File: config.mk
export PLATFORM = sky130hd
export DESIGN_NAME = cache_fill_ctrl
export DESIGN_NICKNAME = d
export VERILOG_FILES = /design/src/logic/cache_pkg.sv /design/src/logic/cache_fill_ctrl.sv
export SDC_FILE = /design/constraint.sdc
export NUM_CORES = 1
export LEC_CHECK = 0
export BUFFER_PORTS_ARGS = -buffer_cell sky130_fd_sc_hd__buf_2
export CAP_MARGIN = 20
export CORE_ASPECT_RATIO = 1.75
export CORE_MARGIN = 10
export CORE_UTILIZATION = 30
export DETAILED_ROUTE_END_ITERATION = 6
export PLACE_DENSITY_LB_ADDON = 0.3
export SLEW_MARGIN = 30
export SYNTH_ARGS = -nofsm -noshare
export SYNTH_HDL_FRONTEND = slang
export SYNTH_SLANG_ARGS = --single-unit
File: constraint.sdc
create_clock -name clk -period 3 [get_ports clk]
set_clock_uncertainty 0.05 [all_clocks]
set_input_delay 0.3 -clock clk [delete_from_list [all_inputs] [get_ports clk]]
set_output_delay 0.3 -clock clk [all_outputs]
set_load 0.02 [all_outputs]
File: src/logic/cache_pkg.sv
package cache_pkg;

  // geometry, fixed by the address split
  localparam int addr_w = 16;   // byte address
  localparam int word_w = 16;   // data word
  localparam int tag_w  = 6;
  localparam int set_w  = 6;
  localparam int n_sets = 64;
  localparam int off_w  = 3;    // word within block
  localparam int beats  = 8;    // words per block == burst length

  // controller state codes
  localparam logic [2:0] st_idle      = 3'd0;
  localparam logic [2:0] st_lookup    = 3'd1;
  localparam logic [2:0] st_fill_beat = 3'd2;
  localparam logic [2:0] st_fill_wait = 3'd3;
  localparam logic [2:0] st_wt        = 3'd4;   // write-through beat
  localparam logic [2:0] st_resp      = 3'd5;

  // one address word, seen either whole or split for the cache
  typedef union packed {
    logic [addr_w-1:0] raw;
    struct packed {
      logic [tag_w-1:0] tag;       // 15:10
      logic [set_w-1:0] set;       // 9:4
      logic [off_w-1:0] word_off;  // 3:1
      logic             byte_sel;  // 0, unused for word access
    } fields;
  } cache_addr_u;

endpackage

File: src/logic/cache_fill_ctrl.sv
`timescale 1ns/10ps

module cache_fill_ctrl import cache_pkg::*; (
  input  logic              clk,
  input  logic              arst_n,
  input  logic              cpu_req,
  input  logic              cpu_we,
  input  logic [addr_w-1:0] cpu_addr,
  input  logic [word_w-1:0] cpu_wdata,
  input  logic              hit,
  input  logic              mem_ack,
  input  logic [word_w-1:0] mem_rdata,
  input  logic [word_w-1:0] rdata,
  output logic              cpu_ack,
  output logic              cpu_miss,
  output logic [word_w-1:0] cpu_rdata,
  output logic              lookup,
  output logic              load_word,
  output logic              load_tag,
  output logic              write_hit,
  output logic              mem_req,
  output logic              mem_we,
  output logic [addr_w-1:0] mem_addr,
  output logic [word_w-1:0] mem_wdata,
  output logic [off_w-1:0]  fill_off
);

  logic [2:0]       state;
  logic             lk_done;   // second lookup cycle, hit is valid
  logic [off_w-1:0] beat_cnt;
  logic             last_beat;
  logic             decide;
  cache_addr_u      req_a;

  assign req_a.raw = cpu_addr;
  assign last_beat = (beat_cnt == off_w'(beats - 1));
  assign decide    = (state == st_lookup) && lk_done;

  // array strobes
  assign lookup    = (state == st_lookup) && !lk_done;
  assign write_hit = decide && cpu_we && hit;
  assign load_word = (state == st_fill_beat) && mem_ack;  // data valid with ack
  assign load_tag  = (state == st_fill_wait) && !mem_ack && last_beat;
  assign fill_off  = beat_cnt;

  // fill walks the block from word 0, write-through uses cpu address
  assign mem_addr  = (state == st_wt) ? cpu_addr
                   : {req_a.fields.tag, req_a.fields.set, beat_cnt, 1'b0};
  assign mem_wdata = cpu_wdata;  // held stable by the processor

  always_ff @(posedge clk or negedge arst_n) begin
    if (!arst_n) begin
      state    <= st_idle;
      lk_done  <= 1'b0;
      beat_cnt <= '0;
      cpu_ack  <= 1'b0;
      cpu_miss <= 1'b0;
      mem_req  <= 1'b0;
      mem_we   <= 1'b0;
    end else begin
      case (state)
        st_idle: if (cpu_req) begin
          state   <= st_lookup;
          lk_done <= 1'b0;
        end
        st_lookup: begin
          if (!lk_done) begin
            lk_done <= 1'b1;  // arrays registering
          end else begin
            cpu_miss <= ~hit;
            if (cpu_we) begin  // every write goes to memory
              state   <= st_wt;
              mem_req <= 1'b1;
              mem_we  <= 1'b1;
            end else if (hit) begin
              state <= st_resp;
            end else begin
              state    <= st_fill_beat;
              beat_cnt <= '0;
              mem_req  <= 1'b1;
            end
          end
        end
        st_fill_beat: if (mem_ack) begin
          mem_req <= 1'b0;
          state   <= st_fill_wait;
        end
        st_fill_wait: if (!mem_ack) begin  // beat closed
          if (last_beat) begin
            state <= st_resp;
          end else begin
            beat_cnt <= beat_cnt + 1'b1;
            mem_req  <= 1'b1;
            state    <= st_fill_beat;
          end
        end
        st_wt: begin
          if (mem_req && mem_ack) begin
            mem_req <= 1'b0;
            mem_we  <= 1'b0;
          end else if (!mem_req && !mem_ack) begin
            state <= st_resp;
          end
        end
        st_resp: begin
          if (!cpu_ack) begin
            cpu_ack <= 1'b1;
          end else if (!cpu_req) begin  // four-phase close
            cpu_ack <= 1'b0;
            state   <= st_idle;
          end
        end
        default: state <= st_idle;
      endcase
    end
  end

  // read data, from the array on a hit or from the burst on a miss
  always_ff @(posedge clk) begin
    if (decide && !cpu_we) cpu_rdata <= rdata;
    if (load_word && (beat_cnt == req_a.fields.word_off)) cpu_rdata <= mem_rdata;
  end

  // each beat waits for the previous ack to fall
  a_req_after_ack: assert property (@(posedge clk) disable iff (!arst_n)
    $rose(mem_req) |-> !$past(mem_ack));

endmodule

# Word level (Yosys, flattened, before mapping)
# Cells that the tools add are included.
# classes
muxes	36
add_sub_neg	1
reduce_logical	27
n_bitwise	1
eq_ne	21
# ops
op	count
two-way mux 3 bit	16
two-way mux 16 bit	2
!= test 2 bit, second input constant	11
case mux 3 bit (6 select lines)	1
two-way mux 1 bit	12
logical AND 1 bit	11
== test 3 bit, second input constant	3
AND reduction 8 bit	1
nonzero test 2 bit	4
AND reduction 7 bit	1
== test 3 x 2 -> 1 bit, second input constant	2
case mux 3 bit (2 select lines)	1
AND reduction 6 bit	1
logical NOT 1 bit	4
two-way mux 4 bit	1
!= test 2 x 1 -> 1 bit, second input constant	2
case mux 1 bit (2 select lines)	2
case mux 1 bit (4 select lines)	1
AND reduction 2 bit	2
AND reduction 4 bit	1
nonzero test 4 bit	1
adder 3 x 1 -> 3 bit, second input constant	1
== test 3 x 1 -> 1 bit, second input constant	1
== test 3 bit	1
other kinds (3)	3
# word_totals
word_cells	94
register_bits	27
input_bits	70

# Longest topological paths before layout
# Gate-level depths: netlist (run 1).
# logic_depth
depth_word	5
depth_mapped	5
depth_no_buf	5

# Least setup slack after synthesis (run 1)
# OpenSTA, ideal clock, no wires.
# synth_path
kind	register -> register
start	reg state[1]
end	reg cpu_rdata[0] (enable)
slack_ps	622
stages_incl_launch_ff	4
arrival_time_ps	1917
required_time_ps	2539
cell_sequence	dfrtp_1 buf_2 nand4bb_1 o21ai_0
# synth_via
elab_chain_len	4
# synth_lines
element	line_no	text
from (decl)	cache_fill_ctrl.sv:28	logic [2:0] state;
from (signal assigned)	cache_fill_ctrl.sv:53	state <= st_idle;
from (signal assigned)	cache_fill_ctrl.sv:63	state <= st_lookup;
from (signal assigned)	cache_fill_ctrl.sv:72	state <= st_wt;
== test 3 x 1 -> 1 bit or == test 3 x 2 -> 1 bit (tied branches)	cache_fill_ctrl.sv:37, cache_fill_ctrl.sv:42	
logical AND 1 bit (on tied branches)	cache_fill_ctrl.sv:37, cache_fill_ctrl.sv:42	
logical AND 1 bit (on tied branches)	cache_fill_ctrl.sv:120, cache_fill_ctrl.sv:121	
nonzero test 2 bit (no line) *	--	
to (signal assigned)	cache_fill_ctrl.sv:120	if (decide && !cpu_we) cpu_rdata <= rdata;
to (signal assigned)	cache_fill_ctrl.sv:121	if (load_word && (beat_cnt == req_a.fields.word_off)) cpu_rdata <= mem_rdata;
to (decl)	cache_fill_ctrl.sv:16	output logic [word_w-1:0] cpu_rdata,
# Every way passes the cells marked *; elsewhere a longest branch is shown, timed or not.
# A chain may end at the register's enable or synchronous reset.

# Worst setup path in the final report (run 1)
# layout_path
start	reg state[1]
end	out mem_addr[2]
# layout_via
elab_chain_len	2
# layout_lines
element	line_no	text
== test 3 bit	cache_fill_ctrl.sv:47	assign mem_addr = (state == st_wt) ? cpu_addr
two-way mux 4 bit	cache_fill_ctrl.sv:47	
to (decl)	cache_fill_ctrl.sv:23	output logic [addr_w-1:0] mem_addr,
# Every way passes these cells.

==> results by stage, run 1 <==
Critical path:
- The critical setup path kind is reg2out.
- STA classifies the critical path startpoint as a flop.
- The number of buffers and inverters on the critical path is 1.
- The family with the most delay on the worst path is flip-flops.
- The largest stage delay on the critical path is between 0.5 and 0.6 ns.
- The signal on the critical path passes through nand2b_1, nor2_1, mux2_2, buf_2.
- The slowest library cell on the worst path is dfrtp_1.
- The register-to-register path setup slack is 0.82 ns.
- The worst endpoint data arrival time is 1.91 ns.
- The total number of cells along the worst setup path is 4.
- In this run the critical register-to-register path is captured at cpu_rdata[0].
- The largest fanout on the critical path is 21.
- Tracing the worst setup path back leads to its startpoint at state[1].
- The origin of the critical flop-to-flop path is state[1].
- The worst register-to-register path has a depth of 4.
- The critical path endpoint category is a primary output.
- Data on the critical path is required at its endpoint by 2.65 ns.

Yosys:
- By area the synthesized netlist is led by edfxtp_1 28%, dfrtp_1 16%, buf_4 12%.
- The fraction of the mapped netlist area in adder cells is roughly 2.0%.
- The largest family of logic cells by synthesized area is simple AND/OR/NAND/NOR gates.
- In this run the cell area of the synthesized design comes to 1730 µm².
- The count of mapped cells out of synthesis is 148.
- The synthesized netlist devotes between 1.5 and 2% of its cell area to XOR and XNOR gates.
- In the synthesized netlist the dominant register cell turns out to be edfxtp_1.
- In the post-synthesis netlist, the cell with the most instances is buf_4.
- Counting flops with a built-in enable in the synthesized netlist gives 16.
- The post-synthesis net count is 220.
- The sequential element share of the synthesized area is 43.6%.
- The number of distinct standard cells referenced by the synthesized netlist is 39.
- In the synthesized netlist, the cells that appear most often are 28 x buf_4, 16 x edfxtp_1, 11 x dfrtp_1, 11 x mux2_2, 9 x mux2_4.
- Of all flip-flops after synthesis, the portion carrying an async set or reset was 40.7%.
- After synthesis, the share of cell area in mux cells is 14.9%.
- The largest area contributor in the netlist is edfxtp_1.
- The share of the synthesized area in the top cell type is 27.7%.
- The simple-gate portion of the synthesized area is 15.2%.
- The synthesized netlist devotes 7.80% of its cell area to compound gates.
- Each instance of the synthesized netlist takes up on average approximately 12 µm².
- The number of warnings issued by yosys is 0.
- Synthesis inferred 27 register bits.

Die:
- The floorplan step defined a die boundary enclosing 9340 µm².
- The horizontal die dimension is just under 80 µm.
- The I/O pin total is 129.
- The starting density of the core is 31.0%.
- The core region is ~5600 µm².
- After floorplanning, the core was divided into 36 placement rows.
- The die height is about 120 µm.

Place:
- The post-placement worst setup slack is 0.787 ns.
- At the end of routability-driven placement, the weighted congestion stood at 0.756.
- The HPWL after detailed placement is about 3400 µm.
- During placement, the flow inserted port buffers numbering between 70 and 80.

Routing:
- The routed length on met2 is between 1500 and 2000 µm.
- The final routed wirelength across all metal layers is about 4200 µm.
- The met1 wire length is 1880 µm.
- The final route contains 1259 vias.
- The antenna violation net count after detailed routing is 0.
- The iteration count of the initial detailed-routing pass is 4.
- In the final routed layout, each cell accounts on average for 15.5 µm.
- In the routed design, unresolved DRC markers number 0.
- The routed wire length on met3 is 390 µm.
- The detailed router finished its first iteration with 37 violations.
- The uppermost signal routing layer after detailed routing is met4.
- The detail-routed via count per cell is ~4.7.

STA:
- The actual transition at the worst max-transition pin is ~0.57 ns.
- Setup repair after global routing left no endpoint under its margin.
- The post-route worst hold slack is 0.251 ns.
- Timing would allow up to 442 MHz.
- The total negative slack is 0 ns.
- The number of max-slew violations in the final report is 0.
- The final hold violation count is 0.
- Headroom to the max-slew limit came out at 61.7%.
- The clock period minus worst slack is 2.26 ns.
- The fraction of the cycle the final worst path needs is 75.4%.
- In the post-route analysis, the smallest setup slack over all paths is 0.739 ns.
- The setup-violating endpoint count in the final report is 0.

Layout:
- Registers take between 700 and 800 µm².
- The utilization of the core after routing is around 36%.
- The area growth from synthesis to layout is 16.0%.
- The combined area of the multi-input logic cells is slightly above 700 µm².
- At the end of the flow, the number of nets in the layout was 265.
- 0 antenna diodes ended up in the layout.
- The layout has roughly 630 filler cells.
- The post-route netlist has 52.6% of its cells at a drive strength greater than 1.

Pwr:
- The static power due to leakage is a little over 0.9 nW.
- After layout, the design draws a total of 1.46 mW.
- The peak ir drop on the vdd network is 336 µV.
- Power spread over the standard cell area amounts to between 700 and 800 nW/µm².

Worst hold path:
- In this run the worst hold path is classified as in2reg.
- The hold-critical path depth is 2.
- For hold timing, the worst endpoint is cpu_miss.
- The source of the worst hold timing path is hit.

Outcome:
- The run finished with clean final reports.

Clock network:
- The clock tree from TritonCTS is built.
- The number of buffers added by the clock tree synthesis step is 3.
- The number of H-tree levels is 1.
- The clock-pin transition on the worst setup and hold timing paths is 0.09 ns.
- The cell sitting at the root of the clock tree is a clkbuf_8.
- The number of post-CTS setup repair buffers is 0.
- The clock drives 27 sinks.
- The later pin in the worst-skew pair is clocked with a latency of 0.27 ns.
- The clock passes through at most 2 buffers.

GRT:
- Entering global routing, the biggest net connects 22 pins.
- The number of antenna violations at the first check in global routing came to 0.
- The first global-routing pass estimated 6820 µm of wire.
- Global routing consumed, over all layers together, 8.51% of the routing resources.
- The number of global-route vias before repair is 1383.
- The remaining global-route overflow is 0.

Flow run:
- The number of maximum-capacitance violations is 0.
## routing by layer
metal / vias up / track usage [%]
met5: - / 0
li1: 601 / -
met2: 83 / 13.6
met1: 573 / 10.4
met4: 0 / 1.38
met3: 2 / 3.93
## how the worst max path moves through the flow
| stage | to | slack (ns) |
|---|---|---|
| final | mem_addr[2] | 0.74 |
| after global routing | mem_addr[2] | 0.57 |
| after CTS | mem_addr[2] | 0.70 |
| after detailed placement | cpu_rdata[10] | 0.79 |
| after global placement | cpu_rdata[10] | 0.82 |
| after floorplan | cpu_rdata[0] | 0.62 |
## flip-flops by register name (all words and copies together), names as in the netlist
signal / flops
cpu_ack: 1
state: 3
lk_done: 1
mem_we: 1
mem_req: 1
cpu_miss: 1
fill_off: 3
cpu_rdata: 16
## where the power goes
group	internal, mW	switching (mW)	total (mW)
Combinational	0.281	0.364	0.645
Sequential	0.499	0.110	0.609
Clock	0.0950	0.112	0.207
## area by class of cell
| cell class | instances | area share (%) |
|---|---|---|
| sequential | 27 | 37.6 |
| timing repair buffer | 75 | 19.2 |
| inverter | 3 | 0.560 |
| multi-input combinational | 83 | 35.7 |
| clock buffer | 4 | 2.24 |
| tap | 76 | 4.73 |
## cell usage in the layout, fill, tap and decap left out, types with 2 or more instances in the layout
master / instances
ha_1: 2
nor3b_1: 4
nor4_1: 3
nor3_1: 4
a22o_1: 2
nor2_1: 5
o21ai_0: 2
nor2b_1: 5
a221oi_1: 2
nand2b_1: 5
mux2_4: 9
dfrtp_1: 11
nor4b_1: 2
buf_2: 72
clkbuf_8: 3
a31oi_1: 3
buf_4: 2
edfxtp_1: 16
inv_1: 3
a21bo_2: 2
xnor2_1: 3
mux2_2: 11
nand2_1: 3
## logic make-up (layout without fill, tap and decap cells)
family | Yosys count | count (layout)
fa+ha+maj | 3 | 3
compound gates | 18 | 18
mux | 20 | 20
simple gates | 39 | 39
xor+xnor | 3 | 3
flops | 27 | 27
buf+inv | 38 | 82
## repair_timing
action	CTS	global route
endpoints found under the hold margin	11	0
setup endpoints to repair	0	0
resized for setup	0	0
hold buffers	1	0
## metrics by stage
| step | instances | instance area, µm² |
|---|---|---|
| CTS | 268 | 2010 |
| floorplan | 148 | 1730 |
| global route | 268 | 2010 |
| finish | 268 | 2010 |
| detailed placement | 263 | 1960 |
| global placement | 263 | 1960 |
Note: power is estimated with default switching activity, not from simulation.
==> run 2: changes to the inputs <==
Clock period 3 ns to 2.01 ns, I/O delays scaled along.
==> results by stage, run 2 (synthesis results as in run 1) <==
Critical path:
- The number of cell instances on the worst register-to-register path came to 5 (+1).
- The critical path endpoint category is a primary output.
- The origin of the critical flop-to-flop path is state[1].
- The required time at the worst-slack endpoint is 1.76 ns (-0.89 ns).
- The family with the most delay on the worst path is flip-flops.
- On the critical path, the stage with the largest delay is an instance of dfrtp_1.
- The register-to-register path setup slack is 0.15 ns (-0.67 ns).
- The endpoint identified for the worst register-to-register timing path is cpu_rdata[3].
- The buffer and inverter count on the worst path came to 2 (+1).
- The worst setup path is of the reg2out kind.
- The largest stage delay on the critical path came to 0.41 ns (-0.18 ns).
- The worst endpoint data arrival time is 1.67 ns (-0.24 ns).
- The largest fanout on the critical path is 8 (-62%).
- The worst setup path is launched from a flop.
- Walking the worst path, the cells encountered are buf_4, nand2b_4, nor2_4, mux2_2, buf_2.

Worst hold path:
- The startpoint identified for the worst hold timing path is hit.
- The hold-critical path depth is 2 (unchanged).
- The kind of path behind the tightest hold check is in2reg.
- The capture endpoint of the worst hold path is cpu_miss.

Flow run:
- The number of maximum-capacitance violations is 0 (unchanged).

STA:
- The setup-violating endpoint count in the final report is 0 (unchanged).
- The total negative slack is 0 ns (unchanged).
- Dividing the final minimum period by the clock period gives 95.7%.
- The worst slew margin relative to its limit is 63.5% (+1.7 points).
- The clock period could shrink to 1.92 ns.
- The final hold violation count is 0 (unchanged).
- Static timing analysis puts the maximum clock frequency at 520 MHz.
- The number of max-slew violations in the final report was 0 (unchanged).
- The actual transition at the worst max-transition pin was 0.543 ns (-0.0260 ns).
- Setup repair after global routing left no endpoint under its margin.

Routing:
- The final routed wirelength across all metal layers came to 4770 µm (+15%).
- The count of unresolved DRC violations after routing came to 0 (unchanged).
- The iteration count of the initial detailed-routing pass was 4 (unchanged).
- The final routed wire length divided by cell count is 17.1 µm (+10%).
- The antenna violation net count after detailed routing came to 0 (unchanged).
- The detail-routed via count per cell was 4.71 (+0.25%).
- The count of vias placed by the detailed router came to 1314 (+4.4%).
- The number of DRC violations after detailed-routing iteration 0 is 96 (+160%).

Die:
- The total number of placement rows is 36 (unchanged).
- The overall die area is 9340 µm² (unchanged).
- The die height is 121 µm (unchanged).
- The I/O pin total was 129 (unchanged).
- The starting density of the core is 31.0% (unchanged).
- The area of the placeable core was 5590 µm² (unchanged).
- The horizontal die dimension is 77.5 µm (unchanged).

Place:
- The number of placed instances with taps included is 272 (+3.4%).
- The final weighted congestion in routability-driven placement is 0.768 (+1.7%).
- The number of buffer cells added on primary ports is 72 (unchanged).
- The post-DP HPWL is 3950 µm (+18%).

GRT:
- The global-route wire length before repair is 7490 µm (+9.8%).
- The number of antenna violations at the first check in global routing was 0 (unchanged).
- The maximum number of pins on one net before global-route repair is 17 (-23%).
- The number of global-route vias before repair is 1409 (+1.9%).
- The overall routing resource usage was 9.98% (+1.5 points).
- The remaining global-route overflow is 0 (unchanged).

Clock network:
- The number of buffers added by the clock tree synthesis step is 3 (unchanged).
- TritonCTS built the clock tree.
- The buffer type at the clock tree root is clkbuf_8.
- The number of H-tree levels is 1 (unchanged).
- The clock-pin transition on the worst setup and hold timing paths is 0.09 ns (about the same).
- The maximum root-to-sink buffer count is 2 (unchanged).
- The clock sink total came to 27 (unchanged).
- The clock insertion delay at the later pin of the skew report came to 0.27 ns (about the same).

Pwr:
- The total power draw came to 2.34 mW (+60%).
- The peak ir drop on the vdd network is 276 µV (-18%).
- The static power due to leakage came to 0.979 nW (+5.7%).
- The power per unit of standard cell area came to 1100 nW/µm² (+51%).

Layout:
- The share of layout cells above drive strength 1 came to 58.1% (+5.5 points).
- In the layout the commonest cells are 72 x buf_2, 16 x edfxtp_1, 13 x buf_4, 11 x mux2_2, 11 x dfrtp_1.
- The flip-flop count of the largest register after layout is 16 (unchanged).
- The count of filler cells inserted in the layout is 585 (-6.4%).
- Leaving out fill and tap cells, the most frequent cell in the layout is buf_2.
- The register name with the most flops is cpu_rdata.
- The synthesis-to-layout area growth is 23.4%.
- The final layout net count is 276 (+4.2%).
- The final cell count without fillers is 279 (+4.1%).
- The number of antenna cells inserted is 0 (unchanged).

Outcome:
- The flow ran to the end, and the final reports show no timing, DRC or antenna violations.
run 2: changes by cell type in the layout (fill, tap and decap cells not counted), sizes merged:
cell and delta:
clkbuf -1, clkinvlp +1, buf +11
run 2: final cells by class:
cell class / instances / area (µm²) / share of cell area [%]
Clock buffer: 3 / 41.3 / 1.93
Clock inverter: 1 / 7.51 / 0.351
Inverter: 3 / 11.3 / 0.527
Multi-Input combinational cell: 83 / 759 / 35.5
Sequential cell: 27 / 756 / 35.3
Tap cell: 76 / 95.1 / 4.45
Timing Repair Buffer: 86 / 468 / 21.9
run 2: timing repair:
item,4_1_cts,5_1_grt
endpoints found under the hold margin,11,0
resized for setup,3,4
hold buffers,1,0
setup endpoints to repair,4,4
pin swaps,0,1
buffers inserted,0,2
run 2: worst max path at each step:
stage / from / end / slack [ns] / depth (start not counted)
floorplan: state[2] / cpu_rdata[0] / 0.16 / 4
global placement: fill_off[1] / state[0] / 0.16 / 6
detailed placement: fill_off[0] / cpu_rdata[12] / 0.15 / 3
CTS: state[1] / mem_addr[2] / 0.03 / 5
global route: fill_off[1] / load_tag / 0.005 / 6
finish: state[1] / mem_addr[1] / 0.09 / 5
run 2: routing by layer:
metal  vias to the layer above  wire (µm)  global-route usage (%)
met2                        50       2520                    18.0
met3                        20        443                    3.64
met5                         -          0                       0
met4                         0        162                    5.96
li1                        627          -                       -
met1                       617       1640                    9.40
run 2: stage by stage:
stage | cell area, µm² | hold WS [ns] | utilization, % | setup slack (ns)
2_1_floorplan | 1740 | -0.145 | - | 0.161
3_3_place_gp | 2030 | 0.0470 | 36.3 | 0.155
3_5_place_dp | 2030 | 0.0421 | 36.3 | 0.155
4_1_cts | 2100 | 0.163 | 37.5 | 0.0264
5_1_grt | 2140 | 0.157 | 38.3 | 0.00525
6_report | 2140 | 0.167 | 38.3 | 0.0870
run 2: report_power, final:
part	switching, mW	internal, mW
Clock	0.176	0.141
Combinational	0.687	0.508
Sequential	0.0854	0.748
Total	0.948	1.40
==> run 3: changes to the inputs <==
Settings changed: CELL_PAD_IN_SITES_DETAIL_PLACEMENT set to 0, CELL_PAD_IN_SITES_GLOBAL_PLACEMENT set to 1.
Clock period 2.01 ns to 2.25 ns, I/O delays scaled along.
==> results by stage, run 3 (synthesis results as in run 1) <==
Critical path:
- The largest stage delay on the critical path is 0.39 ns (-0.02 ns).
- The family with the most delay on the worst path is simple AND/OR/NAND/NOR gates.
- The slowest library cell on the worst path is mux2_2.
- The largest fanout on the critical path came to 16 (+8).
- The number of cell instances on the worst register-to-register path is 4 (-1).
- Walking the worst path, the cells encountered are buf_4, nand2b_1, nor2_1, mux2_2, buf_2.
- The worst endpoint data arrival time is 1.80 ns (+0.13 ns).
- The buffer and inverter count on the worst path is 2 (unchanged).
- The required time at the worst-slack endpoint is 1.98 ns (+0.22 ns).
- By startpoint and endpoint, the worst setup path is classified as reg2out.
- In this run the critical register-to-register path is captured at cpu_rdata[1].
- The critical path startpoint category is a flop.
- In this run the critical register-to-register path is launched from fill_off[0].
- The register-to-register path setup slack is 0.41 ns (+0.26 ns).
- The critical path endpoint category is a primary output.

Pwr:
- The peak ir drop on the vdd network is 285 µV (+3.1%).
- The power per unit of standard cell area is 980 nW/µm² (-11%).
- The static power due to leakage is 0.941 nW (-3.9%).

GRT:
- The remaining global-route overflow is 0 (unchanged).
- The global-route track usage on met1 was 8.80% (-0.59 points).
- The met2 capacity usage during global routing is 18.1% (+0.16 points).
- The layer with the highest usage after global routing is met2.
- The global-route wire length before repair came to 7170 µm (-4.3%).
- The number of global-route vias before repair came to 1336 (-5.2%).
- The overall routing resource usage is 9.53% (-0.45 points).
- The maximum number of pins on one net before global-route repair was 20 (+3).
- The number of antenna violations at the first check in global routing is 0 (unchanged).
- The met3 layer usage reported by global route is 3.12% (-0.52 points).

Worst hold path:
- The hold-critical path depth is 2 (unchanged).
- The source of the worst hold timing path is hit.
- For hold timing, the worst endpoint is cpu_miss.
- The kind of path behind the tightest hold check is in2reg.

Clock network:
- The clock sink total was 27 (unchanged).
- The number of H-tree levels is 1 (unchanged).
- The buffer type at the clock tree root is clkbuf_8.
- The number of buffers added by the clock tree synthesis step was 3 (unchanged).
- The number of post-CTS setup repair buffers came to 0 (unchanged).
- The maximum root-to-sink buffer count is 2 (unchanged).
- TritonCTS built the clock tree.
- The clock insertion delay at the later pin of the skew report came to 0.27 ns (about the same).
- The clock-pin transition on the worst setup and hold timing paths is 0.09 ns (about the same).

Die:
- The area of the placeable core is 5590 µm² (unchanged).
- The die height is 121 µm (unchanged).
- The horizontal die dimension was 77.5 µm (unchanged).
- The starting density of the core was 31.0% (unchanged).
- The total number of placement rows was 36 (unchanged).
- The overall die area is 9340 µm² (unchanged).
- The I/O pin total is 129 (unchanged).

Layout:
- The top cell types in the final layout, fill and taps aside, are 72 x buf_2, 16 x edfxtp_1, 11 x mux2_2, 11 x dfrtp_1, 9 x mux2_4.
- From synthesis to final layout, the design area changed by 17.5%.
- The flip-flop count of the largest register after layout came to 16 (unchanged).
- The final cell count without fillers is 271 (-2.9%).
- The share of layout cells above drive strength 1 is 53.8% (-4.3 points).
- The register name with the most flops is cpu_rdata.
- The number of antenna cells inserted is 0 (unchanged).
- The count of filler cells inserted in the layout was 589 (+0.68%).
- The utilization of the core after routing is 36.5% (-1.8 points).
- Leaving out fill and tap cells, the most frequent cell in the layout is buf_2.
- The final layout net count is 268 (-2.9%).

Routing:
- The iteration count of the initial detailed-routing pass is 4 (unchanged).
- The antenna violation net count after detailed routing was 0 (unchanged).
- The number of DRC violations after detailed-routing iteration 0 is 65 (-32%).
- The count of vias placed by the detailed router is 1293 (-1.6%).
- The final routed wire length divided by cell count was 17.2 µm (+0.40%).
- The final routed wirelength across all metal layers is 4650 µm (-2.5%).
- The detail-routed via count per cell is 4.77 (+1.3%).
- The count of unresolved DRC violations after routing is 0 (unchanged).

Place:
- The number of buffer cells added on primary ports is 72 (unchanged).
- The post-DP HPWL is 3740 µm (-5.1%).
- The final weighted congestion in routability-driven placement is 0.726 (-5.6%).
- The number of placed instances with taps included is 266 (-2.2%).

Flow run:
- The number of maximum-capacitance violations came to 0 (unchanged).

STA:
- The setup-violating endpoint count in the final report is 0 (unchanged).
- The final critical path takes up slightly above 90% of the cycle.
- For this run, the top clock speed supported by timing is 482 MHz.
- The worst slew margin relative to its limit came to 65.6% (+2.1 points).
- Setup repair after global routing left no endpoint under its margin.
- The final hold violation count is 0 (unchanged).
- The actual transition at the worst max-transition pin was 0.512 ns (-0.0314 ns).
- The clock period minus worst slack is 2.07 ns.
- The number of max-slew violations in the final report was 0 (unchanged).
- The total negative slack is 0 ns (unchanged).

Outcome:
- The flow ran to the end, and the final reports show no timing, DRC or antenna violations.
==> run 3: worst max path at each step <==
stage	depth (start not counted)	startpoint	to
2_1_floorplan	4	state[2]	cpu_rdata[0]
3_3_place_gp	5	mem_ack	cpu_rdata[1]
3_5_place_dp	5	mem_ack	cpu_rdata[4]
4_1_cts	5	state[2]	mem_addr[3]
5_1_grt	5	state[2]	mem_addr[3]
6_report	5	state[2]	mem_addr[3]
==> run 3: area by class of cell <==
type	instances	area [µm²]	share of cell area [%]
clock buffer	3	41.3	2.03
clock inverter	1	7.51	0.369
tap	76	95.1	4.67
inverter	3	11.3	0.553
sequential	27	756	37.1
timing repair buffer	78	408	20.0
multi-input combinational	83	718	35.3
==> run 3: power by group <==
| group | internal (mW) | total [mW] | leakage [nW] | switching (mW) |
|---|---|---|---|---|
| clock network | 0.126 | 0.278 | 0.0217 | 0.153 |
| logic | 0.397 | 0.960 | 0.638 | 0.562 |
| registers | 0.667 | 0.758 | 0.281 | 0.0907 |
==> run 3: repair_timing <==
action,4_1_cts,5_1_grt
endpoints found under the hold margin,11,0
hold buffers,1,0
resized for setup,0,0
==> run 3: metrics by stage <==
stage / power (mW) / setup slack (ns) / hold slack, ns / instance area (µm²)
final: 2.00 / 0.175 / 0.196 / 2040
after CTS: 2.04 / 0.135 / 0.187 / 2040
after global routing: 2.15 / 0.123 / 0.188 / 2040
after global placement: 1.75 / 0.408 / 0.0724 / 1980
after detailed placement: 1.75 / 0.351 / 0.0734 / 1980
after floorplan: 1.48 / 0.0944 / -0.121 / 1730
==> run 3: routing by layer <==
metal / up-vias / wire length (µm)
met4: 0 / 61
met2: 53 / 2640
li1: 612 / -
met1: 622 / 1600
met5: - / 0
met3: 6 / 343
